--- src/mcu_pkg.sv ---
// system level definitions for the mini mcu
// bus widths, memory map and slave selection

package mcu_pkg;

  // wishbone bus
  localparam int ADDR_W = 32;
  localparam int DATA_W = 32;

  // address bits 31..28 pick the region, the rest is the offset seen by a slave
  localparam int OFFS_W   = 28;
  localparam int REGION_W = ADDR_W - OFFS_W;

  // word ram
  localparam int RAM_WORDS = 256;
  localparam int RAM_AW    = 8;

  // region base addresses
  localparam logic [ADDR_W-1:0] RAM_BASE  = 32'h0000_0000;
  localparam logic [ADDR_W-1:0] GPIO_BASE = 32'h2000_0000;
  localparam logic [ADDR_W-1:0] DMA_BASE  = 32'h3000_0000;

  // region ids as compared by the decoder
  localparam logic [REGION_W-1:0] RAM_REGION  = RAM_BASE[ADDR_W-1:OFFS_W];
  localparam logic [REGION_W-1:0] GPIO_REGION = GPIO_BASE[ADDR_W-1:OFFS_W];
  localparam logic [REGION_W-1:0] DMA_REGION  = DMA_BASE[ADDR_W-1:OFFS_W];

  // slave targets on the system bus
  typedef enum logic [1:0] {
    SEL_RAM,
    SEL_GPIO,
    SEL_DMA,
    SEL_NONE
  } slave_sel_t;

endpackage

--- src/bus_arbiter.sv ---
// system bus arbiter for the host and dma masters
// round-robin grant, region decode, response routing

`timescale 1ns/1ps

module bus_arbiter (
  input  logic                        clk_i,
  input  logic                        reset_i,
  // host master
  input  logic                        m0_cyc_i,
  input  logic                        m0_stb_i,
  input  logic                        m0_we_i,
  input  logic [mcu_pkg::ADDR_W-1:0]  m0_adr_i,
  input  logic [mcu_pkg::DATA_W-1:0]  m0_dat_i,
  output logic [mcu_pkg::DATA_W-1:0]  m0_dat_o,
  output logic                        m0_ack_o,
  // dma master
  input  logic                        m1_cyc_i,
  input  logic                        m1_stb_i,
  input  logic                        m1_we_i,
  input  logic [mcu_pkg::ADDR_W-1:0]  m1_adr_i,
  input  logic [mcu_pkg::DATA_W-1:0]  m1_dat_i,
  output logic [mcu_pkg::DATA_W-1:0]  m1_dat_o,
  output logic                        m1_ack_o,
  // shared slave request
  output logic                        s_we_o,
  output logic [mcu_pkg::OFFS_W-1:0]  s_adr_o,
  output logic [mcu_pkg::DATA_W-1:0]  s_dat_o,
  // per slave strobe and response
  output logic                        ram_stb_o,
  input  logic                        ram_ack_i,
  input  logic [mcu_pkg::DATA_W-1:0]  ram_dat_i,
  output logic                        gpio_stb_o,
  input  logic                        gpio_ack_i,
  input  logic [mcu_pkg::DATA_W-1:0]  gpio_dat_i,
  output logic                        dma_stb_o,
  input  logic                        dma_ack_i,
  input  logic [mcu_pkg::DATA_W-1:0]  dma_dat_i
);

  logic                        gnt_valid_q;
  logic                        gnt_idx_q;
  logic                        last_q;
  logic                        pick;
  logic                        none_ack_q;
  logic                        g_cyc;
  logic                        g_stb;
  logic                        g_we;
  logic [mcu_pkg::ADDR_W-1:0]  g_adr;
  logic [mcu_pkg::DATA_W-1:0]  g_dat;
  logic                        bus_stb;
  logic [mcu_pkg::REGION_W-1:0] region;
  mcu_pkg::slave_sel_t         sel;
  logic                        resp_ack;
  logic [mcu_pkg::DATA_W-1:0]  resp_dat;

  // on contention the master not served last wins
  assign pick = (m0_cyc_i && m1_cyc_i) ? ~last_q : m1_cyc_i;

  always_ff @(posedge clk_i) begin
    if (reset_i) begin
      gnt_valid_q <= 1'b0;
      gnt_idx_q   <= 1'b0;
      last_q      <= 1'b1;
    end else if (gnt_valid_q) begin
      if (!g_cyc) begin
        gnt_valid_q <= 1'b0;
      end
    end else if (m0_cyc_i || m1_cyc_i) begin
      gnt_valid_q <= 1'b1;
      gnt_idx_q   <= pick;
      last_q      <= pick;
    end
  end

  // request of the granted master
  assign g_cyc = gnt_idx_q ? m1_cyc_i : m0_cyc_i;
  assign g_stb = gnt_idx_q ? m1_stb_i : m0_stb_i;
  assign g_we  = gnt_idx_q ? m1_we_i : m0_we_i;
  assign g_adr = gnt_idx_q ? m1_adr_i : m0_adr_i;
  assign g_dat = gnt_idx_q ? m1_dat_i : m0_dat_i;

  assign bus_stb = gnt_valid_q && g_cyc && g_stb;
  assign region  = g_adr[mcu_pkg::ADDR_W-1:mcu_pkg::OFFS_W];

  always_comb begin
    if (region == mcu_pkg::RAM_REGION) begin
      sel = mcu_pkg::SEL_RAM;
    end else if (region == mcu_pkg::GPIO_REGION) begin
      sel = mcu_pkg::SEL_GPIO;
    end else if (region == mcu_pkg::DMA_REGION) begin
      sel = mcu_pkg::SEL_DMA;
    end else begin
      sel = mcu_pkg::SEL_NONE;
    end
  end

  assign s_we_o     = g_we;
  assign s_adr_o    = g_adr[mcu_pkg::OFFS_W-1:0];
  assign s_dat_o    = g_dat;
  assign ram_stb_o  = bus_stb && (sel == mcu_pkg::SEL_RAM);
  assign gpio_stb_o = bus_stb && (sel == mcu_pkg::SEL_GPIO);
  assign dma_stb_o  = bus_stb && (sel == mcu_pkg::SEL_DMA);

  // unmapped space is acked here, reads as zero
  always_ff @(posedge clk_i) begin
    if (reset_i) begin
      none_ack_q <= 1'b0;
    end else begin
      none_ack_q <= bus_stb && (sel == mcu_pkg::SEL_NONE) && !none_ack_q;
    end
  end

  always_comb begin
    case (sel)
      mcu_pkg::SEL_RAM: begin
        resp_ack = ram_ack_i;
        resp_dat = ram_dat_i;
      end
      mcu_pkg::SEL_GPIO: begin
        resp_ack = gpio_ack_i;
        resp_dat = gpio_dat_i;
      end
      mcu_pkg::SEL_DMA: begin
        resp_ack = dma_ack_i;
        resp_dat = dma_dat_i;
      end
      default: begin
        resp_ack = none_ack_q;
        resp_dat = '0;
      end
    endcase
  end

  assign m0_ack_o = bus_stb && !gnt_idx_q && resp_ack;
  assign m1_ack_o = bus_stb && gnt_idx_q && resp_ack;
  assign m0_dat_o = (gnt_valid_q && !gnt_idx_q) ? resp_dat : '0;
  assign m1_dat_o = (gnt_valid_q && gnt_idx_q) ? resp_dat : '0;

endmodule

--- config.mk ---
export PLATFORM = sky130hd
export DESIGN_NAME = bus_arbiter
export DESIGN_NICKNAME = d
export VERILOG_FILES = /design/src/mcu_pkg.sv /design/src/bus_arbiter.sv
export SDC_FILE = /design/constraint.sdc
export NUM_CORES = 1
export LEC_CHECK = 0
export BUFFER_PORTS_ARGS = -buffer_cell sky130_fd_sc_hd__buf_2
export CAP_MARGIN = 20
export CORE_AREA = 2 2 143 145
export DETAILED_ROUTE_END_ITERATION = 6
export DIE_AREA = 0 0 145 147
export RECOVER_POWER = 100
export SYNTH_ARGS = -nofsm -noshare
export SYNTH_HDL_FRONTEND = slang
export SYNTH_SLANG_ARGS = --single-unit
--- constraint.sdc ---
create_clock -name clk_i -period 3.3 [get_ports clk_i]
set_input_delay 0.99 -clock clk_i [delete_from_list [all_inputs] [get_ports clk_i]]
set_output_delay 0.99 -clock clk_i [all_outputs]
set_load 0.05 [all_outputs]
Word level (Yosys, flattened, before mapping)
Cells that the tools add are included.
- equality and inequality tests: 5
- mux-type cells: 16
- bitwise operators: 2
- reductions and logical operators: 20
- operators with widths (operator ; number):
    two-way mux 32 bit ; 4
    case mux 32 bit (3 select lines) ; 1
    logical AND 1 bit ; 14
    == test 4 x 2 -> 1 bit, second input constant ; 2
    two-way mux 1 bit ; 8
    == test 2 bit, second input constant ; 2
    zero test 4 bit ; 1
    two-way mux 2 bit ; 2
    case mux 1 bit (3 select lines) ; 1
    == test 2 x 1 -> 1 bit, second input constant ; 1
    zero test 1 bit ; 2
    zero test 2 bit ; 1
    NOT 1 bit ; 2
    AND reduction 2 bit ; 1
    logical OR 1 bit ; 1
- register bits after elaboration: 4
- input port bits: 235
- output and inout port bits: 130
- logic and storage cells: 47

Depth between registers and ports, before layout
- word-level depth: 8
- gate-level depth with buffers: 8

Least setup slack after synthesis
No wires, ideal clock.
- path type: input to output
- start: in m1_adr_i[30] in the netlist's numbering
- end: out dma_stb_o
- arrival: 2805 ps
- slack: -495 ps
- stages: 4
- buffers on the path: 0
- cells stage by stage: or3b_1 and2_4 nand3b_1 nor3_1
- longest elaborated chain between the ends: 7
- RTL lines (item ; line ; text):
    start: declaration ; bus_arbiter.sv:21 ; input logic [mcu_pkg::ADDR_W-1:0] m1_adr_i,
    two-way mux 32 bit (*) ; bus_arbiter.sv:80 ; assign g_adr = gnt_idx_q ? m1_adr_i : m0_adr_i;
    == test 4 x 2 -> 1 bit ; bus_arbiter.sv:91 ; end else if (region == mcu_pkg::DMA_REGION) begin
    two-way mux 1 bit ; bus_arbiter.sv:91 ;
    two-way mux 2 bit ; bus_arbiter.sv:89 ; end else if (region == mcu_pkg::GPIO_REGION) begin
    two-way mux 2 bit (*) ; bus_arbiter.sv:87 ; if (region == mcu_pkg::RAM_REGION) begin
    == test 2 bit (*) ; bus_arbiter.sv:103 ; assign dma_stb_o = bus_stb && (sel == mcu_pkg::SEL_DMA);
    logical AND 1 bit (*) ; bus_arbiter.sv:103 ;
    end: declaration ; bus_arbiter.sv:36 ; output logic dma_stb_o,
Mark *: on every way between the ends. The rest lies on a longest branch, timed or not.

Final worst setup path
- start: in m1_adr_i[31] in the netlist's numbering
- end: out m0_dat_o[0] in the netlist's numbering
- longest elaborated chain between the ends: 8
- RTL lines (item ; line ; text):
    two-way mux 32 bit (*) ; bus_arbiter.sv:80 ;
    == test 4 x 2 -> 1 bit ; bus_arbiter.sv:91 ;
    two-way mux 1 bit ; bus_arbiter.sv:91 ;
    two-way mux 2 bit ; bus_arbiter.sv:89 ;
    two-way mux 2 bit (*) ; bus_arbiter.sv:87 ;
    == test 2 bit (tied with other cells) ; bus_arbiter.sv:115 ; case (sel)
    case mux 32 bit (3 select lines) (*) ; bus_arbiter.sv:115 ;
    two-way mux 32 bit (*) ; bus_arbiter.sv:137 ; assign m0_dat_o = (gnt_valid_q && !gnt_idx_q) ? resp_dat : '0;
    end: declaration ; bus_arbiter.sv:15 ; output logic [mcu_pkg::DATA_W-1:0] m0_dat_o,
Marks and branches as above.

==> impl_metrics.env <==
export IMPL_h_tree_depth=1
export IMPL_syn_instance_count=259
export IMPL_worst_slew_pin_slew_ps=686
export IMPL_via_per_inst=3.95
export IMPL_clk_latency_ps=230
export IMPL_rsz0062_at_grt="true"
export IMPL_grt_pass1_vias=3566
export IMPL_place_gp_congestion=0.783
export IMPL_dp_slack_ps=-215
export IMPL_avgSynthCellArea_um2=9.35
export IMPL_num_vias=3626
export IMPL_die_area_um2=21300
export IMPL_setup_violations=69
export IMPL_yosysTopAreaCellShare_pct=28.8
export IMPL_crit_slowest_cell="or3b_4"
export IMPL_io_pins=365
export IMPL_dpl_cell_area_um2=4790
export IMPL_synth_area_leaders="mux2_2 (29%), o2bb2ai_2 (19%), and2_1 (17%)"
export IMPL_clock_skew_ps=4.10
export IMPL_synth_nets=494
export IMPL_syn_to_final_growth_pct=155
export IMPL_clock_sinks=4
export IMPL_clock_root_buffer="clkbuf_16"
export IMPL_layout_common_cells="buf_2 (268), mux2_2 (62), and2_4 (55), buf_8 (55), mux2i_1 (26)"
export IMPL_ff2ff_setup_slack_ps=1470
export IMPL_antenna_left=0
export IMPL_wl_per_cell_um=16.3
export IMPL_drv_cap=0
export IMPL_cts_tree="yes"
export IMPL_placementRows=52
export IMPL_design_area_um2=6180
export IMPL_crit_top_cell="and2_4"
export IMPL_startpoint_type="input pin"
export IMPL_syn_area_um2=2420
export IMPL_outcome="complete, but fails checks"
export IMPL_crit_path_end="m0_dat_o[0]"
export IMPL_violations="negative setup slack"
export IMPL_cts_buffers=3
export IMPL_slowest_delay_ps=390
export IMPL_finalHoldViolCount=0
export IMPL_crit_family="simple AND/OR/NAND/NOR gates"
export IMPL_maxSlewViolCount=0
export IMPL_cp_end_kind="primary output"
export IMPL_grt_start_max_net_pins=39
export IMPL_power_density_nw_per_um2=208
export IMPL_seq_area_frac_synth_pct=3.31
export IMPL_hp_class="flip-flop to flip-flop"
export IMPL_drc_errors=0
export IMPL_ir_worst_vdd_v=0.000141
export IMPL_regToRegEndpoint="gnt_valid_q$_SDFF_PP0_"
export IMPL_firstDrtPassIters=4
export IMPL_crit_buf_inv=4
export IMPL_r2r_start="gnt_idx_q$_SDFFE_PP0P_"
export IMPL_required_ps=2310
export IMPL_cp_depth=8
export IMPL_fin_ws_ps=-98.6
export IMPL_finalWirelength_um=15000
export IMPL_grt_pass1_wl_um=19600
export IMPL_grt_overflow_total=0
export IMPL_ys_types=33
export IMPL_start_util_pct=12.2
export IMPL_clock_tree_buffer_depth=2
export IMPL_leakagePower_nw=2.88
export IMPL_hpwl_um=10800
export IMPL_yosys_warnings=0
export IMPL_clkTransAtPathRegs_ps=30
export IMPL_synth_seq_cells=4
export IMPL_fmax_ghz=0.294
export IMPL_finalCritPeriodShare_pct=103
export IMPL_fin_hold_ws_ps=485
export IMPL_min_period_ps=3400
export IMPL_core_area_um2=19800
export IMPL_worstSetupPathType="input pin to primary output"
export IMPL_drive_gt1_share_pct=86.9
export IMPL_cp_max_fo=15
export IMPL_path_cells="buf_6 -> or3b_4 -> and2_4 -> nor2_4 -> buf_12 -> clkbuf_16 -> and2_4 -> buf_8"
export IMPL_grt_usage_pct=11.6
export IMPL_cp_startpoint="m1_adr_i[31]"
export IMPL_final_common_cell="buf_2"
export IMPL_die_width_um=145
export IMPL_cp_arrival_ps=2410
export IMPL_max_slew_margin_rel_pct=54.4
export IMPL_finalNetCount=883
export IMPL_portBuffers=364
export IMPL_netlist_top_cell_by_area="mux2_2"
export IMPL_dieHeight_um=147
export IMPL_drt_iter0_drc=102
export IMPL_antenna_found_initial=4
export IMPL_r2r_cells=4
[metrics by stage]
step	util, %	total power [mW]	std cells	TNS (ps)
final	31.1	1.29	918	-4670
after global routing	31.1	1.35	918	-10200
after CTS	29.0	1.24	908	-6920
after detailed placement	24.2	0.938	898	-11220
after global placement	24.2	0.930	898	-10670
after floorplan	-	0.633	259	-226
[area by class of cell]
| type | instances | area [um2] |
|---|---|---|
| Antenna cell | 1 | 2.50 |
| Multi-Input combinational cell | 229 | 2620 |
| Tap cell | 270 | 338 |
| Timing Repair Buffer | 410 | 3060 |
| Sequential cell | 4 | 83.8 |
| Clock buffer | 4 | 78.8 |
| Fill cell | 2043 | 13700 |
[synthesized netlist by cell type, drive strengths merged]
master   count
nand3b       2
mux2        62
a21oi        3
nand2        4
mux2i       36
or3          1
nand3        1
nand2b       3
nor3         3
nor4         2
clkbuf       3
a22oi        1
dfxtp        4
or3b         1
buf         23
a211o        1
and2        66
o21ai        1
o2bb2ai     33
nor2         7
nand4        1
a211oi       1
[timing repair]
item | CTS | global route
pin swaps | 24 | 11
setup buffers | 5 | 6
setup endpoints to repair | 69 | 70
cloned | 1 | 4
hold buffers | 0 | 0
gates resized for setup | 212 | 80
[power breakdown]
group / leakage [nW] / total, mW / internal (mW) / switching (mW)
sequential: 0.0337 / 0.0615 / 0.0520 / 0.00954
clock: 0.0382 / 0.200 / 0.160 / 0.0403
combinational: 2.81 / 1.02 / 0.438 / 0.586
total: 2.88 / 1.29 / 0.650 / 0.636
[routing by layer]
layer | vias to the layer above | wire [um] | GRT usage (%)
li1 | 1729 | - | -
met1 | 1678 | 5860 | 13.6
met2 | 192 | 7830 | 21.6
met3 | 23 | 965 | 2.24
met4 | 4 | 309 | 2.57
met5 | - | 24 | 0
[worst min path at each step]
stage	cells past startpoint	start	slack [ps]	endpoint
2_1_floorplan	1	none_ack_q$_SDFF_PP0_	420	none_ack_q$_SDFF_PP0_
3_3_place_gp	1	none_ack_q$_SDFF_PP0_	450	none_ack_q$_SDFF_PP0_
3_5_place_dp	1	none_ack_q$_SDFF_PP0_	450	none_ack_q$_SDFF_PP0_
4_1_cts	1	last_q$_SDFFE_PP1P_	480	last_q$_SDFFE_PP1P_
5_1_grt	1	none_ack_q$_SDFF_PP0_	520	none_ack_q$_SDFF_PP0_
6_report	1	last_q$_SDFFE_PP1P_	480	last_q$_SDFFE_PP1P_
[state kept, by name (all words and copies together) (netlist names)]
register	count
gnt_idx_q	1
gnt_valid_q	1
none_ack_q	1
last_q	1
[cell families (layout without fill, tap and decap cells)]
logic type / Yosys count / count (layout) / synth area share, %
multiplexers: 98 / 98 / 43.7
AND/OR/NAND/NOR: 91 / 91 / 23.7
AO/OA/AOI/OAI: 40 / 40 / 21.5
buffers and inverters: 26 / 414 / 7.85
flip-flops: 4 / 4 / 3.31
other: 0 / 1 / 0
(Power assumes the default switching activity.)
