[src/mcu_pkg.sv]
// system level definitions for the mini mcu
// bus widths, memory map and slave selection

package mcu_pkg;

  // wishbone bus
  localparam int ADDR_W = 32;
  localparam int DATA_W = 32;

  // address bits 31..28 pick the region, the rest is the offset seen by a slave
  localparam int OFFS_W   = 28;
  localparam int REGION_W = ADDR_W - OFFS_W;

  // word ram
  localparam int RAM_WORDS = 256;
  localparam int RAM_AW    = 8;

  // region base addresses
  localparam logic [ADDR_W-1:0] RAM_BASE  = 32'h0000_0000;
  localparam logic [ADDR_W-1:0] GPIO_BASE = 32'h2000_0000;
  localparam logic [ADDR_W-1:0] DMA_BASE  = 32'h3000_0000;

  // region ids as compared by the decoder
  localparam logic [REGION_W-1:0] RAM_REGION  = RAM_BASE[ADDR_W-1:OFFS_W];
  localparam logic [REGION_W-1:0] GPIO_REGION = GPIO_BASE[ADDR_W-1:OFFS_W];
  localparam logic [REGION_W-1:0] DMA_REGION  = DMA_BASE[ADDR_W-1:OFFS_W];

  // slave targets on the system bus
  typedef enum logic [1:0] {
    SEL_RAM,
    SEL_GPIO,
    SEL_DMA,
    SEL_NONE
  } slave_sel_t;

endpackage

[src/periph_pkg.sv]
// peripheral definitions
// register offsets, gpio width and dma fsm states

package periph_pkg;

  // low offset bits decoded by the register slaves
  localparam int REG_AW = 8;

  localparam int GPIO_W = 8;

  // gpio register map
  localparam logic [REG_AW-1:0] GPIO_OUT = 8'h00;
  localparam logic [REG_AW-1:0] GPIO_OE  = 8'h04;
  localparam logic [REG_AW-1:0] GPIO_IN  = 8'h08;
  localparam logic [REG_AW-1:0] GPIO_IE  = 8'h0C;
  localparam logic [REG_AW-1:0] GPIO_IS  = 8'h10;

  // dma register map
  localparam logic [REG_AW-1:0] DMA_SRC  = 8'h00;
  localparam logic [REG_AW-1:0] DMA_DST  = 8'h04;
  localparam logic [REG_AW-1:0] DMA_LEN  = 8'h08;
  localparam logic [REG_AW-1:0] DMA_CTRL = 8'h0C;

  typedef enum logic [1:0] {
    DMA_IDLE,
    DMA_READ,
    DMA_WRITE
  } dma_state_t;

endpackage

[src/gpio_block.sv]
// 8-pin gpio with output enable and rising edge interrupts
// inputs pass a two flop synchronizer before edge detection

`timescale 1ns/1ps

module gpio_block (
  input  logic                           clk_i,
  input  logic                           reset_i,
  input  logic                           stb_i,
  input  logic                           we_i,
  input  logic [periph_pkg::REG_AW-1:0]  adr_i,
  input  logic [mcu_pkg::DATA_W-1:0]     dat_i,
  input  logic [periph_pkg::GPIO_W-1:0]  gpio_i,
  output logic [mcu_pkg::DATA_W-1:0]     dat_o,
  output logic                           ack_o,
  output logic [periph_pkg::GPIO_W-1:0]  gpio_o,
  output logic [periph_pkg::GPIO_W-1:0]  gpio_oe_o,
  output logic                           gpio_irq_o
);

  logic [periph_pkg::GPIO_W-1:0] out_q;
  logic [periph_pkg::GPIO_W-1:0] oe_q;
  logic [periph_pkg::GPIO_W-1:0] ie_q;
  logic [periph_pkg::GPIO_W-1:0] is_q;
  logic [periph_pkg::GPIO_W-1:0] sync1_q;
  logic [periph_pkg::GPIO_W-1:0] sync2_q;
  logic [periph_pkg::GPIO_W-1:0] prev_q;
  logic [periph_pkg::GPIO_W-1:0] rise;
  logic [periph_pkg::GPIO_W-1:0] is_clr;
  logic [periph_pkg::GPIO_W-1:0] rd_val;
  logic                          access;
  logic                          wr;

  assign access = stb_i && !ack_o;
  assign wr     = access && we_i;
  assign rise   = sync2_q & ~prev_q;

  // write one to clear
  assign is_clr = (wr && adr_i == periph_pkg::GPIO_IS) ? dat_i[periph_pkg::GPIO_W-1:0] : '0;

  always_comb begin
    case (adr_i)
      periph_pkg::GPIO_OUT: rd_val = out_q;
      periph_pkg::GPIO_OE:  rd_val = oe_q;
      periph_pkg::GPIO_IN:  rd_val = sync2_q;
      periph_pkg::GPIO_IE:  rd_val = ie_q;
      periph_pkg::GPIO_IS:  rd_val = is_q;
      default:              rd_val = '0;
    endcase
  end

  always_ff @(posedge clk_i) begin
    if (reset_i) begin
      out_q   <= '0;
      oe_q    <= '0;
      ie_q    <= '0;
      is_q    <= '0;
      sync1_q <= '0;
      sync2_q <= '0;
      prev_q  <= '0;
      ack_o   <= 1'b0;
    end else begin
      sync1_q <= gpio_i;
      sync2_q <= sync1_q;
      prev_q  <= sync2_q;
      ack_o   <= access;
      // a new edge wins over a clear in the same cycle
      is_q    <= (is_q & ~is_clr) | (rise & ie_q);
      if (wr && adr_i == periph_pkg::GPIO_OUT) begin
        out_q <= dat_i[periph_pkg::GPIO_W-1:0];
      end
      if (wr && adr_i == periph_pkg::GPIO_OE) begin
        oe_q <= dat_i[periph_pkg::GPIO_W-1:0];
      end
      if (wr && adr_i == periph_pkg::GPIO_IE) begin
        ie_q <= dat_i[periph_pkg::GPIO_W-1:0];
      end
    end
  end

  always_ff @(posedge clk_i) begin
    if (access) begin
      dat_o <= {{(mcu_pkg::DATA_W - periph_pkg::GPIO_W){1'b0}}, rd_val};
    end
  end

  assign gpio_o     = out_q;
  assign gpio_oe_o  = oe_q;
  assign gpio_irq_o = |is_q;

endmodule

[config.mk]
export PLATFORM = sky130hd
export DESIGN_NAME = gpio_block
export DESIGN_NICKNAME = d
export VERILOG_FILES = /design/src/mcu_pkg.sv /design/src/periph_pkg.sv /design/src/gpio_block.sv
export SDC_FILE = /design/constraint.sdc
export NUM_CORES = 1
export LEC_CHECK = 0
export ABC_AREA = 1
export BUFFER_PORTS_ARGS = -buffer_cell sky130_fd_sc_hd__buf_2
export CAP_MARGIN = 5
export CORE_ASPECT_RATIO = 0.8
export CORE_UTILIZATION = 45
export CTS_CLUSTER_DIAMETER = 60
export DETAILED_ROUTE_END_ITERATION = 7
export PLACE_DENSITY_LB_ADDON = 0.12
export SLEW_MARGIN = 40
export SYNTH_ARGS = -nofsm -noshare
export SYNTH_HDL_FRONTEND = slang
export SYNTH_SLANG_ARGS = --single-unit
export TNS_END_PERCENT = 20
[constraint.sdc]
create_clock -name clk_i -period 2.1 [get_ports clk_i]
set_input_delay 0.105 -clock clk_i [delete_from_list [all_inputs] [get_ports clk_i]]
set_output_delay 0.105 -clock clk_i [all_outputs]
set_load 0.01 [all_outputs]
# ---- Word level (Yosys, flattened, before mapping)
# Index checks and enable logic that the tools add are counted.
# Widths: inputs -> output; s select.
dict set report totals {
  reg_bits 65
  input_bits 52
  output_inout_bits 50
  elab_cells 30
}
dict set report op_classes {
  n_eq_ne 4
  mux 2
  bitwise 6
  n_reduce_logical 9
}
# operator count
set ops {}
lappend ops {{$pmux 8 s5} 1}
lappend ops {{$and 8x8->8} 3}
lappend ops {{$eq 8x4->1 const B} 2}
lappend ops {{$not 8->8} 2}
lappend ops {{$eq 8x3->1 const B} 1}
lappend ops {{$eq 8x5->1 const B} 1}
lappend ops {{$logic_not 8->1} 1}
lappend ops {{$mux 8} 1}
lappend ops {{$or 8x8->8} 1}
lappend ops {{$reduce_or 8->1} 1}
lappend ops {{$logic_and 1x1->1} 6}
lappend ops {{$logic_not 1->1} 1}

# ---- Depth between registers and ports, before layout
# Gate-level depths: netlist of the first run.
dict set report logic_depth {
  depth_word 8
  ltp_mapped 9
  mapped_depth_nobuf 8
}

# ---- Worst setup path after synthesis of the first run
# No wires, ideal clock.
dict set report synth_timing {
  kind {flip-flop to flip-flop}
  start {register ack_o}
  end {register out_q, in the netlist gpio_o[0]}
  setup_time_ns 0.132
  arrival_time_ns 1.038
  t_required_ns 1.968
  setup_slack_ns 0.929
  stages_incl_launch_ff 6
  n_path_buf 1
  synth_period_minus_slack_ns 1.171
  cell_sequence {dfxtp_1 nor3b_2 buf_4 nand2_1 nand2_1 a21oi_1}
}
dict set report synth_via {
  elab_chain_len 4
}
# element line_no
set synth_lines {}
lappend synth_lines {{start: declaration} gpio_block.sv:15} ;# output logic ack_o,
lappend synth_lines {{start signal: assignment} gpio_block.sv:66} ;# ack_o <= access;
lappend synth_lines {{$logic_not 1->1} gpio_block.sv:34} ;# assign access = stb_i && !ack_o;
lappend synth_lines {{$logic_and 1x1->1} gpio_block.sv:34}
lappend synth_lines {{$logic_and 1x1->1} gpio_block.sv:35} ;# assign wr = access && we_i;
lappend synth_lines {{$logic_and 1x1->1} gpio_block.sv:69} ;# if (wr && adr_i == periph_pkg::GPIO_OUT) begin
lappend synth_lines {{end signal: assignment} gpio_block.sv:70} ;# out_q <= dat_i[periph_pkg::GPIO_W-1:0];
lappend synth_lines {{end: declaration} gpio_block.sv:21} ;# logic [periph_pkg::GPIO_W-1:0] out_q;
# No other way between the ends.
# A chain may end at the register's enable or synchronous reset.

# ---- Worst setup path in the final report of the first run
dict set report layout_timing {
  start {register ack_o}
  end {register is_q[3] in the netlist's numbering}
}
dict set report layout_via {
  elab_chain_len 8
}
# element line_no
set layout_lines {}
lappend layout_lines {{$logic_not 1->1} gpio_block.sv:34}
lappend layout_lines {{$logic_and 1x1->1} gpio_block.sv:34}
lappend layout_lines {{$logic_and 1x1->1} gpio_block.sv:35}
lappend layout_lines {{$logic_and 1x1->1} gpio_block.sv:39} ;# assign is_clr = (wr && adr_i == periph_pkg::GPIO_IS) ? dat_i[periph_pkg::GPIO_W-1:0] : '0;
lappend layout_lines {{$mux 8} gpio_block.sv:39}
lappend layout_lines {{$not 8->8} gpio_block.sv:68} ;# is_q <= (is_q & ~is_clr) | (rise & ie_q);
lappend layout_lines {{$and 8x8->8} gpio_block.sv:68}
lappend layout_lines {{$or 8x8->8} gpio_block.sv:68}
lappend layout_lines {{end signal: assignment} gpio_block.sv:68}
lappend layout_lines {{end: declaration} gpio_block.sv:24} ;# logic [periph_pkg::GPIO_W-1:0] is_q;
# No other way between the ends.

==> impl_results.md, run 1 <==
- Status: finished, final reports clean
- Ant. Diodes: 0
- CP max stage cell: buf_4
- IO buf count: 53
- CP max stage delay: 400 ps
- Reg2reg end: is_q[3]
- DIE AREA: 6820 um2
- H-tree levels: 3
- Post-route ant nets: 0
- Setup violators final: 0
- Hold Slack: 42.2 ps
- Die Height: 74.1 um
- Delay-heaviest family, CP: simple AND/OR/NAND/NOR gates
- Post-layout instance count excluding filler cells: 527
- Max-slew violation count: 0
- First-pass GRT wire length: 10.4 mm
- Max Fclk: 723 MHz
- Crit path time final: 1380 ps
- CTS clk-pin slew, worst paths: 70 ps
- WL per Instance: 12.2 um
- Gate Count Post-Synth: 382
- Hold buffers post-CTS: 8
- Hold Path Class: primary input to register
- Largest net degree at the start of global routing: 42
- Hold Startpoint: stb_i
- GRT Total Usage: 20.4%
- Post-DP HPWL: 4.45 mm
- DRT iter0 DRCs: 173
- Endpoints failing hold: 0
- Unrepaired setup endpoints after global routing: no
- Detailed Route WL: 6.43 mm
- Synth cell types: 23
- CP arrival: 1590 ps
- Syn-to-layout area delta: 17.7%
- CTS tree: built
- CP Launch Type: register
- Starting Density: 48.1%
- # nets final: 493
- Vias in the first global route: 2,139
- CORE AREA: 6070 um2
- Layout cells sized above 1: 19.3%
- Postcts setup bufs: 0
- End of the worst hold path: ack_o
- Gp weighted congestion: 0.782
- PwrDens: 797 nW/um2
- Resize count post-CTS: 0
- Hold-critical path depth: 3
- DRC: 0
- Worst Max-Slew Pin Slew: 569 ps
- Worst R2R Start: ack_o
- DR pass1 iterations: 4
- Worst-skew pair later-pin latency: 340 ps
- Remaining global-route overflow: 0
- Yosys warns: 0
- Fin crit share: 65.9%
- Avg Synthesized Cell Area: 7.64 um2
- Fillers: 604
- R2R setup slack: 720 ps
- Mapped Area: 2920 um2
- Worst Setup End Kind: register
- Max VDD drop: 0.494 mV
- Register bit total from synthesis: 65
- Setup CP Type: register to register
- Critical path cell sequence: nor3b_4, buf_4, nand3_1, nand2_1, a21oi_1
- Setup Total Neg Slack: 0 ps
- I/O Pins: 102
- Buffers & Inverters on Critical Path: 1
- Placed Cells incl. Taps: 503
- Worst-path fanout max: 40
- Skew final: 5.39 ps
- Initial antenna violation count: 0
- Clock buffer depth: 2
- Relative slew slack: 62.0%
- Req. time, crit path: 2310 ps
- Total clock sinks: 65
- Routed via count: 2,471
- CTS buffer count: 9
- Max_cap viols: 0
- Die Wd: 92.1 um
- Root Buffer: clkbuf_8
- Sequential fraction of the synthesis area: 47.3%
- Worst R2R Path Depth: 5
- Row cnt: 25
- Leak Pwr: 1.59 nW
- Vias/cell: 4.69
## worst max path at each step
stage	from	end	slack, ps	depth (start not counted)
final	ack_o	is_q[3]	720	5
after detailed placement	adr_i[7]	dat_o[0]	670	6
after global routing	ack_o	is_q[4]	630	5
after floorplan	ack_o	gpio_o[0]	930	5
after global placement	adr_i[7]	dat_o[0]	690	6
after CTS	ack_o	is_q[4]	720	5
## state kept, by name, indices dropped and copies added, names as in the netlist
name       flops
gpio_oe_o      8
dat_o          8
prev_q         8
gpio_o         8
sync2_q        8
is_q           8
sync1_q        8
ack_o          1
ie_q           8
## layer usage
metal  vias to the layer above  wire, um  track usage (%)  part of all wire [%]
met4                         0        68             6.25                   1.1
met3                         7       440             6.44                   6.8
met2                        73      2790             30.7                    43
met1                      1120      3130             28.2                    49
met5                         -         0                0                     0
li1                       1271         -                -                     -
## cell usage after synthesis, drive strengths merged
library cell  instances  area, um2
nand3b                1       7.51
nor2                 59        275
edfxtp                8        240
nor3b                 1       12.5
nand4                 8       50.1
dfxtp                57       1140
inv                  44        165
nand3                41        205
conb                  1       3.75
clkbuf                5       18.8
nor3                  1       5.00
nand2                86        338
a21oi                32        160
nor4                  2       12.5
buf                  36        285
## placed cells by master (no fill, tap or decap)
cell type,instances
nand2_4,2
nor2_1,51
a21oi_1,32
nand3b_1,1
clkinv_4,1
nor2_2,3
clkinvlp_4,2
dlygate4sd3_1,8
nand4_1,8
nand3_1,41
conb_1,24
clkinv_2,1
buf_2,53
inv_2,1
nand2_1,84
nor3_1,1
nor2_8,1
nor3b_4,1
clkbuf_8,9
edfxtp_1,8
buf_4,5
nor4_1,2
bufinv_16,3
inv_1,43
dfxtp_1,57
nor2_4,4
## metrics by stage
stage | setup slack (ps) | instance area, um2 | total power [mW] | util (%)
final | 716 | 3440 | 2.74 | 56.6
after global routing | 635 | 3440 | 2.84 | 56.6
after CTS | 723 | 3440 | 2.76 | 56.6
after detailed placement | 666 | 3110 | 1.49 | 51.3
after global placement | 694 | 3110 | 1.48 | 51.3
after floorplan | 929 | 3010 | 1.46 | -
## layout make-up
| class | count | area (um2) | area share [%] |
|---|---|---|---|
| repair buffers | 66 | 383 | 11.1 |
| well taps | 81 | 101 | 2.95 |
| clock buffers | 9 | 124 | 3.61 |
| flip-flops and latches | 65 | 1380 | 40.2 |
| inverters | 44 | 165 | 4.81 |
| clock inverters | 7 | 119 | 3.46 |
| multi-input cells | 255 | 1160 | 33.8 |
## worst register-to-register path: cells and delay by family, from the launching register on
family,cells,cell delay (ps)
and+or+nand+nor,3,460
buffers and inverters,1,400
DFF,1,350
AOI/OAI and AO/OA,1,50
## power breakdown
| group | leakage, nW | internal (mW) | switching [mW] | total (mW) |
|---|---|---|---|---|
| Sequential | 0.544 | 1.28 | 0.00960 | 1.29 |
| Combinational | 0.934 | 0.0602 | 0.118 | 0.178 |
| Clock | 0.115 | 0.787 | 0.479 | 1.27 |
| Total | 1.59 | 2.13 | 0.607 | 2.74 |
## cells by family after synthesis
logic type	Yosys count	share of synthesized area [%]
and+or+nand+nor	199	31.0
buffers and inverters	85	16.1
other	1	0.128
AOI/OAI and AO/OA	32	5.48
DFF	65	47.3
Note: power is estimated with default switching activity, not from simulation.
==> inputs of run 2 (changes only) <==
- clock period: 2.1 -> 1.3 ns (I/O delays scaled with it)
==> run 2 against run 1 <==
Against the previous run:
- worst hold slack worse by 24 ps
- worst setup slack worse by 700 ps
- critical path type is now register to primary output
- critical path depth is 2 lower
- clock-buffer cell count is 1 higher
- die area stayed put
- global-route usage is 0.98 points higher
- register-to-register slack worse by 600 ps
- cell count is 2.7% higher
- utilization is 2.1 points higher
- flip-flop and latch count stayed put
- sequential power is 62% higher
==> impl_results.md, run 2 (synthesized netlist as in run 1, its figures left out) <==
- Max Fclk: 777 MHz
- Syn-to-layout area delta: 22.0%
- Skew final: 5.48 ps (+0.0875 ps)
- First-pass GRT wire length: 10.8 mm (+3.4%)
- GRT Total Usage: 21.4% (+0.98 points)
- Post-route ant nets: 0 (unchanged)
- Hold Slack: 18.1 ps (-24.1 ps)
- Reg area: 1380 um2 (about the same)
- Post-layout instance count excluding filler cells: 541 (+2.7%)
- Fillers: 577 (-4.5%)
- Vias in the first global route: 2,120 (-0.89%)
- Max_cap viols: 0 (unchanged)
- Placed Cells incl. Taps: 513 (+2.0%)
- Initial antenna violation count: 0 (unchanged)
- DRC: 0 (unchanged)
- Layout cells sized above 1: 22.4% (+3.1 points)
- Unrepaired setup endpoints after global routing: yes
- Clock buffer depth: 2 (unchanged)
- Setup ws final: 13.8 ps (-703 ps)
- Footprint of the multi-input gates: 1190 um2 (+2.0%)
- Worst Max-Slew Pin Slew: 534 ps (-35.1 ps)
- CP max stage cell: dfxtp_2
- DRT iter0 DRCs: 188 (+8.7%)
- Endpoints failing hold: 0 (unchanged)
- Total power: 4.14 mW (+51%)
- CTS clk-pin slew, worst paths: 70 ps (about the same)
- Hold Path Class: primary input to register
- Starting Density: 48.1% (unchanged)
- Fin crit share: 98.9%
- Post-DP HPWL: 4.65 mm (+4.7%)
- # nets final: 507 (+2.8%)
- DR pass1 iterations: 4 (unchanged)
- Buffers & Inverters on Critical Path: 1 (unchanged)
- Vias/cell: 4.62 (-1.4%)
- DIE AREA: 6820 um2 (unchanged)
- CORE AREA: 6070 um2 (unchanged)
- Root Buffer: clkbuf_8
- Worst-skew pair later-pin latency: 340 ps (about the same)
- Req. time, crit path: 1240 ps (-1070 ps)
- Setup violators final: 0 (unchanged)
- Die Height: 74.1 um (unchanged)
- Row cnt: 25 (unchanged)
- Routed via count: 2,500 (+1.2%)
- PwrDens: 1160 nW/um2 (+46%)
- Relative slew slack: 64.4% (+2.3 points)
- CP arrival: 1220 ps (-370 ps)
- Detailed Route WL: 6.76 mm (+5.1%)
- Ant. Diodes: 0 (unchanged)
- Total clock sinks: 65 (unchanged)
- CTS tree: built
- CP max stage delay: 340 ps (-60 ps)
- Critical path cell sequence: nor4_4, nand2_1, buf_2
- Die Wd: 92.1 um (unchanged)
- Most frequent cells in the layout: nand2_1 (83), dfxtp_1 (56), buf_2 (54)
- CP Launch Type: register
- CTS buffer count: 9 (unchanged)
- Place WS: 95.6 ps (-570 ps)
- Crit path time final: 1290 ps
- Status: finished, final reports clean
- Largest net degree at the start of global routing: 29 (-31%)
- Setup Total Neg Slack: 0 ps (unchanged)
- Leak Pwr: 1.66 nW (+4.4%)
- Setup CP Type: register to primary output
- Max-slew violation count: 0 (unchanged)
- Worst Setup End Kind: primary output
- I/O Pins: 102 (unchanged)
- IO buf count: 53 (unchanged)
- WL per Instance: 12.5 um (+2.3%)
- Gp weighted congestion: 0.794 (+1.6%)
- H-tree levels: 3 (unchanged)
- Remaining global-route overflow: 0 (unchanged)
- Max VDD drop: 0.776 mV (+57%)
- Delay-heaviest family, CP: simple AND/OR/NAND/NOR gates
- Most common cell after layout, fill and taps aside: nand2_1
- Worst-path fanout max: 3 (-93%)
[run 2: cell count changes in the layout (fill, tap and decap cells not counted), moves of 2 or more]
| cell | change |
|---|---|
| buf_12 | +2 |
| buf_4 | +7 |
| buf_6 | +3 |
| bufinv_16 | -2 |
| nor4_1 | -2 |
[run 2: layer usage]
| metal | global-route usage [%] | share of wire, % | vias up |
|---|---|---|---|
| met5 | 0 | 0 | - |
| li1 | - | - | 1295 |
| met3 | 6.95 | 8.8 | 7 |
| met4 | 7.29 | 1.1 | 0 |
| met1 | 30.9 | 46 | 1109 |
| met2 | 29.9 | 44 | 89 |
[run 2: repair_timing]
action,CTS,global route
hold buffers,9,0
setup endpoints to repair,1,18
setup buffers,0,1
gates resized for setup,3,7
endpoints found under the hold margin,9,0
pin swaps,2,2
cloned,0,2
[run 2: worst paths after layout]
path | startpoint | endpoint | slack, ps | cells past startpoint
setup / recovery | is_q[7] | gpio_irq_o | 10 | 3
hold / removal | dat_i[7] | gpio_o[7] | 20 | 3
setup reg to reg | ack_o | is_q[2] | 120 | 6
hold reg to reg | sync1_q[3] | sync2_q[3] | 400 | 2
[run 2: power breakdown]
part / internal, mW / total [mW] / switching, mW / leakage, nW
clock: 0.939 / 1.74 / 0.797 / 0.0949
combinational: 0.116 / 0.315 / 0.198 / 1.02
sequential: 2.07 / 2.09 / 0.0155 / 0.544
[run 2: stage by stage]
step | utilization (%) | area (um2)
2_1_floorplan | - | 3010
3_3_place_gp | 52.9 | 3210
3_5_place_dp | 52.9 | 3210
4_1_cts | 58.1 | 3520
5_1_grt | 58.7 | 3560
6_report | 58.7 | 3560
[run 2: final cells by class]
| class | count | area share (%) |
|---|---|---|
| clock inverters | 6 | 1.86 |
| repair buffers | 80 | 14.7 |
| clock buffers | 10 | 3.86 |
| well taps | 81 | 2.84 |
| multi-input cells | 255 | 33.3 |
| flip-flops and latches | 65 | 38.8 |
| inverters | 44 | 4.63 |
[run 2: tightest hold or removal path, stage by stage]
cell and delay [ps]:
buf_2 120, nand3_1 80, a21oi_1 60
