--- src/mcu_pkg.sv ---
// system level definitions for the mini mcu
// bus widths, memory map and slave selection

package mcu_pkg;

  // wishbone bus
  localparam int ADDR_W = 32;
  localparam int DATA_W = 32;

  // address bits 31..28 pick the region, the rest is the offset seen by a slave
  localparam int OFFS_W   = 28;
  localparam int REGION_W = ADDR_W - OFFS_W;

  // word ram
  localparam int RAM_WORDS = 256;
  localparam int RAM_AW    = 8;

  // region base addresses
  localparam logic [ADDR_W-1:0] RAM_BASE  = 32'h0000_0000;
  localparam logic [ADDR_W-1:0] GPIO_BASE = 32'h2000_0000;
  localparam logic [ADDR_W-1:0] DMA_BASE  = 32'h3000_0000;

  // region ids as compared by the decoder
  localparam logic [REGION_W-1:0] RAM_REGION  = RAM_BASE[ADDR_W-1:OFFS_W];
  localparam logic [REGION_W-1:0] GPIO_REGION = GPIO_BASE[ADDR_W-1:OFFS_W];
  localparam logic [REGION_W-1:0] DMA_REGION  = DMA_BASE[ADDR_W-1:OFFS_W];

  // slave targets on the system bus
  typedef enum logic [1:0] {
    SEL_RAM,
    SEL_GPIO,
    SEL_DMA,
    SEL_NONE
  } slave_sel_t;

endpackage

--- src/periph_pkg.sv ---
// peripheral definitions
// register offsets, gpio width and dma fsm states

package periph_pkg;

  // low offset bits decoded by the register slaves
  localparam int REG_AW = 8;

  localparam int GPIO_W = 8;

  // gpio register map
  localparam logic [REG_AW-1:0] GPIO_OUT = 8'h00;
  localparam logic [REG_AW-1:0] GPIO_OE  = 8'h04;
  localparam logic [REG_AW-1:0] GPIO_IN  = 8'h08;
  localparam logic [REG_AW-1:0] GPIO_IE  = 8'h0C;
  localparam logic [REG_AW-1:0] GPIO_IS  = 8'h10;

  // dma register map
  localparam logic [REG_AW-1:0] DMA_SRC  = 8'h00;
  localparam logic [REG_AW-1:0] DMA_DST  = 8'h04;
  localparam logic [REG_AW-1:0] DMA_LEN  = 8'h08;
  localparam logic [REG_AW-1:0] DMA_CTRL = 8'h0C;

  typedef enum logic [1:0] {
    DMA_IDLE,
    DMA_READ,
    DMA_WRITE
  } dma_state_t;

endpackage

--- src/dma_engine.sv ---
// single channel dma, word copy from src to dst
// register slave for setup and a wishbone master for the copy

`timescale 1ns/1ps

module dma_engine (
  input  logic                           clk_i,
  input  logic                           reset_i,
  // register slave
  input  logic                           stb_i,
  input  logic                           we_i,
  input  logic [periph_pkg::REG_AW-1:0]  adr_i,
  input  logic [mcu_pkg::DATA_W-1:0]     dat_i,
  output logic [mcu_pkg::DATA_W-1:0]     dat_o,
  output logic                           ack_o,
  // copy master
  output logic                           mst_cyc_o,
  output logic                           mst_stb_o,
  output logic                           mst_we_o,
  output logic [mcu_pkg::ADDR_W-1:0]     mst_adr_o,
  output logic [mcu_pkg::DATA_W-1:0]     mst_dat_o,
  input  logic [mcu_pkg::DATA_W-1:0]     mst_dat_i,
  input  logic                           mst_ack_i,
  output logic                           dma_done_o
);

  periph_pkg::dma_state_t     state_q;
  logic [mcu_pkg::DATA_W-1:0] src_q;
  logic [mcu_pkg::DATA_W-1:0] dst_q;
  logic [mcu_pkg::DATA_W-1:0] len_q;
  logic [mcu_pkg::ADDR_W-1:0] rd_adr_q;
  logic [mcu_pkg::ADDR_W-1:0] wr_adr_q;
  logic [mcu_pkg::DATA_W-1:0] remain_q;
  logic [mcu_pkg::DATA_W-1:0] buf_q;
  logic [mcu_pkg::DATA_W-1:0] rd_val;
  logic                       req_q;
  logic                       done_q;
  logic                       busy;
  logic                       access;
  logic                       wr;
  logic                       start;

  assign busy   = (state_q != periph_pkg::DMA_IDLE);
  assign access = stb_i && !ack_o;
  assign wr     = access && we_i;
  assign start  = wr && adr_i == periph_pkg::DMA_CTRL && dat_i[0] && !busy && len_q != '0;

  always_comb begin
    case (adr_i)
      periph_pkg::DMA_SRC:  rd_val = src_q;
      periph_pkg::DMA_DST:  rd_val = dst_q;
      periph_pkg::DMA_LEN:  rd_val = len_q;
      periph_pkg::DMA_CTRL: rd_val = {{(mcu_pkg::DATA_W - 2){1'b0}}, done_q, busy};
      default:              rd_val = '0;
    endcase
  end

  always_ff @(posedge clk_i) begin
    if (reset_i) begin
      src_q    <= '0;
      dst_q    <= '0;
      len_q    <= '0;
      ack_o    <= 1'b0;
      state_q  <= periph_pkg::DMA_IDLE;
      req_q    <= 1'b0;
      done_q   <= 1'b0;
      rd_adr_q <= '0;
      wr_adr_q <= '0;
      remain_q <= '0;
    end else begin
      ack_o <= access;
      if (wr && adr_i == periph_pkg::DMA_SRC) src_q <= dat_i;
      if (wr && adr_i == periph_pkg::DMA_DST) dst_q <= dat_i;
      if (wr && adr_i == periph_pkg::DMA_LEN) len_q <= dat_i;
      case (state_q)
        periph_pkg::DMA_IDLE: begin
          if (start) begin
            rd_adr_q <= src_q;
            wr_adr_q <= dst_q;
            remain_q <= len_q;
            done_q   <= 1'b0;
            state_q  <= periph_pkg::DMA_READ;
          end
        end
        periph_pkg::DMA_READ: begin
          if (!req_q) begin
            req_q <= 1'b1;
          end else if (mst_ack_i) begin
            req_q    <= 1'b0;
            rd_adr_q <= rd_adr_q + 32'd4;
            state_q  <= periph_pkg::DMA_WRITE;
          end
        end
        periph_pkg::DMA_WRITE: begin
          if (!req_q) begin
            req_q <= 1'b1;
          end else if (mst_ack_i) begin
            req_q    <= 1'b0;
            wr_adr_q <= wr_adr_q + 32'd4;
            remain_q <= remain_q - 1'b1;
            // last word moved
            if (remain_q == 1) begin
              done_q  <= 1'b1;
              state_q <= periph_pkg::DMA_IDLE;
            end else begin
              state_q <= periph_pkg::DMA_READ;
            end
          end
        end
        default: state_q <= periph_pkg::DMA_IDLE;
      endcase
    end
  end

  always_ff @(posedge clk_i) begin
    if (access) begin
      dat_o <= rd_val;
    end
    if (state_q == periph_pkg::DMA_READ && req_q && mst_ack_i) begin
      buf_q <= mst_dat_i;
    end
  end

  assign mst_cyc_o  = req_q;
  assign mst_stb_o  = req_q;
  assign mst_we_o   = (state_q == periph_pkg::DMA_WRITE);
  assign mst_adr_o  = (state_q == periph_pkg::DMA_WRITE) ? wr_adr_q : rd_adr_q;
  assign mst_dat_o  = buf_q;
  assign dma_done_o = done_q;

endmodule

--- config.mk ---
export PLATFORM = sky130hd
export DESIGN_NAME = dma_engine
export DESIGN_NICKNAME = d
export VERILOG_FILES = /design/src/mcu_pkg.sv /design/src/periph_pkg.sv /design/src/dma_engine.sv
export SDC_FILE = /design/constraint.sdc
export NUM_CORES = 1
export LEC_CHECK = 0
export BUFFER_PORTS_ARGS = -buffer_cell sky130_fd_sc_hd__buf_2
export CAP_MARGIN = 20
export CORE_MARGIN = 8
export CORE_UTILIZATION = 45
export CTS_BUF_LIST = sky130_fd_sc_hd__clkbuf_4 sky130_fd_sc_hd__clkbuf_8 sky130_fd_sc_hd__clkbuf_16
export CTS_CLUSTER_SIZE = 16
export DETAILED_ROUTE_END_ITERATION = 12
export GPL_TIMING_DRIVEN = 1
export SYNTH_ARGS = -nofsm -noshare
export SYNTH_HDL_FRONTEND = slang
export SYNTH_SLANG_ARGS = --single-unit
--- constraint.sdc ---
create_clock -name clk_i -period 3.52 [get_ports clk_i]
set_input_delay 0.176 -clock clk_i [delete_from_list [all_inputs] [get_ports clk_i]]
set_output_delay 0.176 -clock clk_i [all_outputs]
set_load 0.01 [all_outputs]
=== Yosys cells after proc, flatten, opt, wreduce, memory -nomap -nowiden ===
Index checks and enable logic that the tools add are counted.

* Bits in registers: 261
* Output and inout port bits: 101
* Word-level logic and storage cells: 79

* Add/subtract/negate cells: 3
* Eq/ne operators: 12
* Multiplexer cells: 28
* Reductions and logical operators: 24

{| class="wikitable"
|+ Operator list
! kind !! number
|-
| $mux W32 || 10
|-
| $pmux W32 S2 || 3
|-
| $pmux W32 S4 || 1
|-
| $add A32 B3 Y32 const B || 2
|-
| $eq A32 B1 Y1 const B || 1
|-
| $reduce_bool A32 Y1 || 1
|-
| $sub A32 B1 Y32 const B || 1
|-
| $eq A8 B4 Y1 const B || 2
|-
| $logic_and A1 B1 Y1 || 11
|-
| $mux W2 || 5
|-
| $reduce_and A5 Y1 || 2
|-
| $eq A8 B3 Y1 const B || 1
|-
| $logic_not A8 Y1 || 1
|-
| $reduce_and A4 Y1 || 2
|-
| $mux W1 || 7
|-
| $ne A2 B1 Y1 const B || 3
|-
| $ne A2 B2 Y1 const B || 3
|-
| $pmux W2 S3 || 1
|-
| $reduce_bool A2 Y1 || 3
|-
| $eq A2 B1 Y1 const B || 1
|-
| $eq A2 B2 Y1 const B || 1
|-
| $logic_not A1 Y1 || 2
|-
| $logic_not A2 Y1 || 1
|-
| $pmux W1 S2 || 1
|-
| $reduce_or A2 Y1 || 1
|}

=== Depth between registers and ports, before layout ===
Gate-level depths: netlist of run 1.

* Word-level depth: 9
* Gate-level depth with buffers: 10

=== Least setup slack after synthesis of run 1 ===
No wires, ideal clock.

* Path type: flip-flop to flip-flop
* Start point: register state_q[1]
* End point: register buf_q, in the netlist mst_dat_o[0] (enable)
* Setup time: 0.392 ns
* Arrival: 2.153 ns
* Data required time: 3.128 ns
* Path slack: 0.974 ns
* Stages on the path, launching flop included: 7
* Buffers on the path: 3
* Period minus slack after synthesis: 2.546 ns
* Cell sequence: dfxtp_1 inv_1 ha_1 clkbuf_1 clkbuf_1 clkbuf_1 and3_1

* Word-level cells in the longest chain between the ends: 3

{| class="wikitable"
|+ RTL lines
! element !! line !! source
|-
| start, declared || dma_engine.sv:27 || <nowiki>periph_pkg::dma_state_t state_q;</nowiki>
|-
| start signal, assigned || dma_engine.sv:64 || <nowiki>state_q <= periph_pkg::DMA_IDLE;</nowiki>
|-
| start signal, assigned || dma_engine.sv:82 || <nowiki>state_q <= periph_pkg::DMA_READ;</nowiki>
|-
| start signal, assigned || dma_engine.sv:91 || <nowiki>state_q <= periph_pkg::DMA_WRITE;</nowiki>
|-
| $eq A2 B1 Y1 || dma_engine.sv:119 || <nowiki>if (state_q == periph_pkg::DMA_READ && req_q && mst_ack_i) begin</nowiki>
|-
| $logic_and A1 B1 Y1 (2 in a row) || dma_engine.sv:119 ||
|-
| end signal, assigned || dma_engine.sv:120 || <nowiki>buf_q <= mst_dat_i;</nowiki>
|-
| end, declared || dma_engine.sv:34 || <nowiki>logic [mcu_pkg::DATA_W-1:0] buf_q;</nowiki>
|}

Every way passes these cells.
A chain may end at the register's enable or synchronous reset.

=== Worst setup path in the final report of run 1 ===
* Start point: register state_q[1]
* End point: register wr_adr_q[13] in the netlist's numbering

* Word-level cells in the longest chain between the ends: 6
* Elaborated cells on any way between the ends: 12

{| class="wikitable"
|+ RTL lines
! element !! line !! source
|-
| $reduce_bool A2 Y1 || dma_engine.sv:43 || <nowiki>assign busy = (state_q != periph_pkg::DMA_IDLE);</nowiki>
|-
| $logic_not A1 Y1 || dma_engine.sv:46 || <nowiki>assign start = wr && adr_i == periph_pkg::DMA_CTRL && dat_i[0] && !busy && len_q != '0;</nowiki>
|-
| $logic_and A1 B1 Y1 (2 in a row) || dma_engine.sv:46 ||
|-
| $ne A2 B2 Y1 (no source line) || n/a ||
|-
| $reduce_and A4 Y1 (no source line) || n/a ||
|-
| end signal, assigned || dma_engine.sv:79 || <nowiki>wr_adr_q <= dst_q;</nowiki>
|-
| end signal, assigned || dma_engine.sv:99 || <nowiki>wr_adr_q <= wr_adr_q + 32'd4;</nowiki>
|-
| end, declared || dma_engine.sv:32 || <nowiki>logic [mcu_pkg::ADDR_W-1:0] wr_adr_q;</nowiki>
|}

Parallel ways exist; a longest one is shown, timed or not.

==> flow_metrics.env, run 1 <==
export IMPL_nets=1838
export IMPL_status="completed"
export IMPL_cts_tree="done"
export IMPL_syn_nets=1633
export IMPL_area_growth_pct=22.7
export IMPL_postCtsSetupRepairBufs=0
export IMPL_p_per_area_nw_per_um2=411
export IMPL_yosysWarnings=0
export IMPL_tightest_slew_ps=1030
export IMPL_drive_gt1_frac=0.190
export IMPL_maxCapViolCount=0
export IMPL_syn_area_um2=13000
export IMPL_grt_antenna_before_repair=0
export IMPL_first_pass_iters=5
export IMPL_finClkSkew_ps=12.6
export IMPL_first_global_vias=12306
export IMPL_cts_made_buffers=30
export IMPL_setup_violations=0
export IMPL_grt_pass1_wl_um=74600
export IMPL_nFillCells=2757
export IMPL_core_area_um2=28500
export IMPL_hpwl_um=35500
export IMPL_gp_congestion=0.971
export IMPL_routedWlPerCell_um=23.1
export IMPL_boundaryPins=178
export IMPL_cts_path_max_buffers=3
export IMPL_ant_nets=0
export IMPL_die_h_um=186
export IMPL_clkSinkCount=261
export IMPL_postSynthCellCount=1548
export IMPL_dp_slack_ps=581
export IMPL_drt_initial_drc_count=1528
export IMPL_synth_top_area_cell="dfxtp_1"
export IMPL_diodes=0
export IMPL_fin_setup_tns_ps=0
export IMPL_vias=13077
export IMPL_std_cell_rows=62
export IMPL_worstPathRequired_ps=4040
export IMPL_grt_usage=0.280
export IMPL_yosysUniqueCellTypes=81
export IMPL_hold_viol_final=0
export IMPL_cp_arrival_ps=3570
export IMPL_yosysSeqAreaShare=0.452
export IMPL_ys_top_cells_by_area="dfxtp_1 30%, edfxtp_1 15%, nand2_1 8.6%, a21oi_1 6.8%, nor2_1 4.1%"
export IMPL_p_leak_uw=0.00573
export IMPL_hp_class="in -> reg"
export IMPL_grt_max_degree=107
export IMPL_clk_pin_slew_worst_paths_ps=60
export IMPL_rsz0062_at_grt="no"
export IMPL_viasPerCell=6.05
export IMPL_clkLatencyLatePin_ps=580
export IMPL_synthFlopType="dfxtp_1"
export IMPL_post_synth_top_count_cell="nand2_1"
export IMPL_cts_root_buffer_cell="clkbuf_16"
export IMPL_peakVddDrop_uv=302
export IMPL_yosysTopAreaCellShare=0.304
export IMPL_async_flop_share=0
export IMPL_worstSetupEndpointType="register"
export IMPL_crit_path_max_fanout=14
export IMPL_portBuffers=177
export IMPL_cp_start_kind="register"
export IMPL_path_class="reg -> reg"
export IMPL_post_cts_resized=0
export IMPL_slew_viol_final=0
export IMPL_power_total_uw=6540
export IMPL_synth_avg_cell_area_um2=8.38
export IMPL_whs_ps=109
export IMPL_wirelength_um=49800
export IMPL_synth_common_cells="298 x nand2_1, 197 x dfxtp_1, 175 x a21oi_1, 142 x nor2_1, 84 x clkbuf_1"
export IMPL_fin_ws_ps=474
export IMPL_drc_errors=0
export IMPL_post_route_period_util=0.865
export IMPL_initial_core_util=0.454
export IMPL_period_minus_slack_ps=3050
export IMPL_dieArea_um2=34500
export IMPL_grt_overflow_total=0
export IMPL_synth_edf_count=64
export IMPL_relSlewSlack=0.313
export IMPL_clock_fmax_mhz=328
export IMPL_ys_ff_latch=261
export IMPL_die_w_um=186
export IMPL_cts_htree_levels=1
-- repair_timing --
| item | 4_1_cts | 5_1_grt |
|---|---|---|
| hold buffers | 65 | 0 |
| hold endpoints to repair | 129 | 0 |
| endpoints found under the setup margin | 0 | 0 |
-- power breakdown --
group / total (uW) / switching, uW / internal, uW
combinational: 282 / 160 / 121
sequential: 3100 / 11.0 / 3090
clock: 3160 / 1320 / 1840
total: 6540 / 1490 / 5050
-- per-stage QoR --
step,cell area (um2),utilization,cells
6_report,15900,0.557,2160
5_1_grt,15900,0.557,2160
4_1_cts,15900,0.557,2160
3_5_place_dp,14200,0.499,2040
3_3_place_gp,14200,0.499,2040
2_1_floorplan,13000,-,1548
-- state kept, by name, summed over array words and instances (netlist names) --
register and cells:
wr_adr_q 32, mst_cyc_o 1, rd_adr_q 32, dma_done_o 1, state_q 2, ack_o 1
src_q 32, mst_dat_o 32, len_q 32, dat_o 32, dst_q 32, remain_q 32
-- cell type report --
class	count	area (um2)	area share
inverter	17	63.8	0.00401
multi-input combinational	1159	6620	0.416
clock inverter	10	73.8	0.00464
timing repair buffer	284	1870	0.117
tap	384	480	0.0302
sequential	261	5870	0.369
clock buffer	45	936	0.0588
-- worst max-delay path, cell delays in order, from the launching register on --
cell and delay [ps]:
dfxtp_1 410, inv_1 90, ha_1 300, buf_4 210, inv_2 140, nand2_1 210, nor2_1 550, o21ai_2 380
or4_1 590, nand3_1 100
-- final timing paths --
kind	start	endpoint	slack (ps)	cells past startpoint
worst max-delay path	state_q[1]$_SDFFE_PP0P_	wr_adr_q[13]$_SDFFE_PP0P_	470	9
worst max register to register	state_q[1]$_SDFFE_PP0P_	wr_adr_q[13]$_SDFFE_PP0P_	470	9
worst min register to register	remain_q[14]$_SDFFE_PP0P_	remain_q[14]$_SDFFE_PP0P_	470	2
worst min-delay path	adr_i[6]	dat_o[1]$_DFFE_PN_	110	3
-- kinds of logic (layout without fill, tap and decap cells) --
| group | Yosys count | count (layout) | synth area share |
|---|---|---|---|
| and+or+nand+nor | 644 | 644 | 0.228 |
| AOI/OAI and AO/OA | 436 | 436 | 0.213 |
| DFF | 261 | 261 | 0.452 |
| muxes | 71 | 71 | 0.0587 |
| buffers and inverters | 128 | 356 | 0.0396 |
| adders and majority gates | 8 | 8 | 0.00772 |
-- routing by layer --
metal	vias up	share of wire	track usage
met2	652	0.44	0.424
li1	6054	-	-
met4	0	0.022	0.0689
met1	6282	0.44	0.405
met3	89	0.097	0.0519
met5	-	0	0
-- cells in the final DEF, fill, tap and decap left out, types with 11 or more instances in the layout --
master,count
inv_1,15
o22ai_1,11
a2111oi_0,12
nand3_1,43
buf_4,42
clkbuf_16,32
nor3_1,25
and3_1,12
a31oi_1,19
mux2_2,29
a21oi_1,175
dfxtp_1,197
nand4_1,26
o21ai_0,47
nor4_1,20
nand2_1,298
o211ai_1,25
mux2i_1,40
dlygate4sd3_1,65
nor2_1,142
nor2b_1,11
buf_2,176
a211oi_1,22
a22oi_1,16
o21ai_1,21
edfxtp_1,64
Note: power is estimated with default switching activity, not from simulation.
==> run 2: changes to the inputs <==
CTS_BUF_LIST = sky130_fd_sc_hd__clkbuf_2 sky130_fd_sc_hd__clkbuf_4 sky130_fd_sc_hd__clkbuf_8   (was sky130_fd_sc_hd__clkbuf_4 sky130_fd_sc_hd__clkbuf_8 sky130_fd_sc_hd__clkbuf_16)
==> flow_metrics.env, run 2 (synthesis gave the netlist of run 1 again) <==
export IMPL_rr_startpoint="state_q[0]$_SDFFE_PP0P_"
export IMPL_cts_tree="done"
export IMPL_first_pass_iters=5
export IMPL_relSlewSlack=0.331
export IMPL_p_leak_uw=0.00575
export IMPL_comb_power_share=0.044
export IMPL_portBuffers=177
export IMPL_p_sw_uw=1470
export IMPL_die_h_um=186
export IMPL_worstSetupEndpointType="primary output"
export IMPL_wirelength_um=49700
export IMPL_rsz0062_at_grt="no"
export IMPL_r2r_slack_ps=520
export IMPL_postCtsSetupRepairBufs=0
export IMPL_intPower_uw=4900
export IMPL_period_minus_slack_ps=3030
export IMPL_cp_start_kind="register"
export IMPL_final_common_cell="nand2_1"
export IMPL_routedWlPerCell_um=22.7
export IMPL_mostFrequentLayoutCells="298 x nand2_1, 197 x dfxtp_1, 176 x buf_2"
export IMPL_multi_input_area_um2=6620
export IMPL_vias=13204
export IMPL_crit_path_end="mst_adr_o[0]"
export IMPL_grt_usage=0.281
export IMPL_drc_errors=0
export IMPL_initial_core_util=0.454
export IMPL_swShare=0.231
export IMPL_hpwl_um=35500
export IMPL_drive_gt1_frac=0.205
export IMPL_post_route_period_util=0.861
export IMPL_dp_cells=2040
export IMPL_setup_violations=0
export IMPL_grt_antenna_before_repair=0
export IMPL_maxCapViolCount=0
export IMPL_p_seq_frac=0.487
export IMPL_first_global_vias=12467
export IMPL_reg2reg_depth=9
export IMPL_clkSinkCount=261
export IMPL_finClkSkew_ps=30.3
export IMPL_grt_pass1_wl_um=74700
export IMPL_core_area_um2=28500
export IMPL_status="completed"
export IMPL_crit_path_max_fanout=76
export IMPL_slew_viol_final=0
export IMPL_boundaryPins=178
export IMPL_cts_made_buffers=46
export IMPL_grt_max_degree=107
export IMPL_std_cell_rows=62
export IMPL_final_util=0.556
export IMPL_diodes=0
export IMPL_cts_htree_levels=2
export IMPL_fin_setup_tns_ps=0
export IMPL_area_growth_pct=22.5
export IMPL_drt_initial_drc_count=1484
export IMPL_die_w_um=186
export IMPL_gp_congestion=0.971
export IMPL_reg2reg_to="remain_q[7]$_SDFFE_PP0P_"
export IMPL_clockPowerShare=0.469
export IMPL_cts_path_max_buffers=3
export IMPL_grt_overflow_total=0
export IMPL_nets=1854
export IMPL_hold_viol_final=0
export IMPL_dieArea_um2=34500
export IMPL_path_class="reg -> out"
export IMPL_viasPerCell=6.03
export IMPL_tightest_slew_ps=1000
export IMPL_peakVddDrop_uv=277
export IMPL_startpoint="state_q[0]$_SDFFE_PP0P_"
export IMPL_ant_nets=0
export IMPL_nFillCells=2757
export IMPL_clkLatencyLatePin_ps=580
export IMPL_clock_fmax_mhz=330
export IMPL_worstPathRequired_ps=3340
export IMPL_clk_pin_slew_worst_paths_ps=60
export IMPL_hp_class="in -> reg"
export IMPL_cts_root_buffer_cell="clkbuf_8"
export IMPL_whs_ps=123
export IMPL_p_per_area_nw_per_um2=401
export IMPL_fin_cells=2189
export IMPL_cp_arrival_ps=2860
export IMPL_ff_latch_area_um2=5870
==> run 2: layout make-up <==
| type | instances | share of cell area |
|---|---|---|
| clock buffer | 75 | 0.0563 |
| clock inverter | 9 | 0.00559 |
| inverter | 17 | 0.00402 |
| multi-input combinational | 1159 | 0.417 |
| sequential | 261 | 0.369 |
| tap | 384 | 0.0302 |
| timing repair buffer | 284 | 0.118 |
==> run 2: timing repair <==
action,in CTS,in global routing
hold endpoints to repair,129,0
hold buffers,65,0
gates resized for setup,0,0
==> run 2: through the flow <==
stage	total power, uW	setup WS (ps)	cell area (um2)
floorplan	3270	974	13000
global placement	3390	717	14200
detailed placement	3390	581	14200
CTS	6410	532	15900
global route	6580	284	15900
finish	6370	489	15900
==> run 2: worst min-delay path by stage <==
stage / from / endpoint / slack [ps] / cells after the start
floorplan: mst_dat_i[0] / mst_dat_o[0]$_DFFE_PP_ / 270 / 0
global placement: mst_dat_i[8] / mst_dat_o[8]$_DFFE_PP_ / 350 / 1
detailed placement: mst_dat_i[12] / mst_dat_o[12]$_DFFE_PP_ / 350 / 1
CTS: adr_i[6] / dat_o[1]$_DFFE_PN_ / 90 / 3
global route: adr_i[6] / dat_o[1]$_DFFE_PN_ / 100 / 3
finish: adr_i[6] / dat_o[1]$_DFFE_PN_ / 120 / 3
==> run 2: routing by layer <==
metal  part of all wire  up-vias  GRT usage
met5                  0        -          0
met4              0.026        0     0.0765
met3              0.097      101     0.0470
met2               0.44      705      0.426
met1               0.44     6310      0.405
li1                   -     6088          -
==> run 2: critical path: stages (launching register included) <==
cell	delay (ps)
dfxtp_1	330
inv_1	150
ha_4	390
buf_4	730
mux2_2	430
buf_2	140
==> run 2: power groups by stage <==
stage	sequential (uW)	clock (uW)	combinational, uW
2_1_floorplan	3170	0	92.7
3_5_place_dp	3170	0	222
5_1_grt	3100	3180	299
3_3_place_gp	3160	0	221
6_report	3100	2990	281
4_1_cts	3100	3030	279
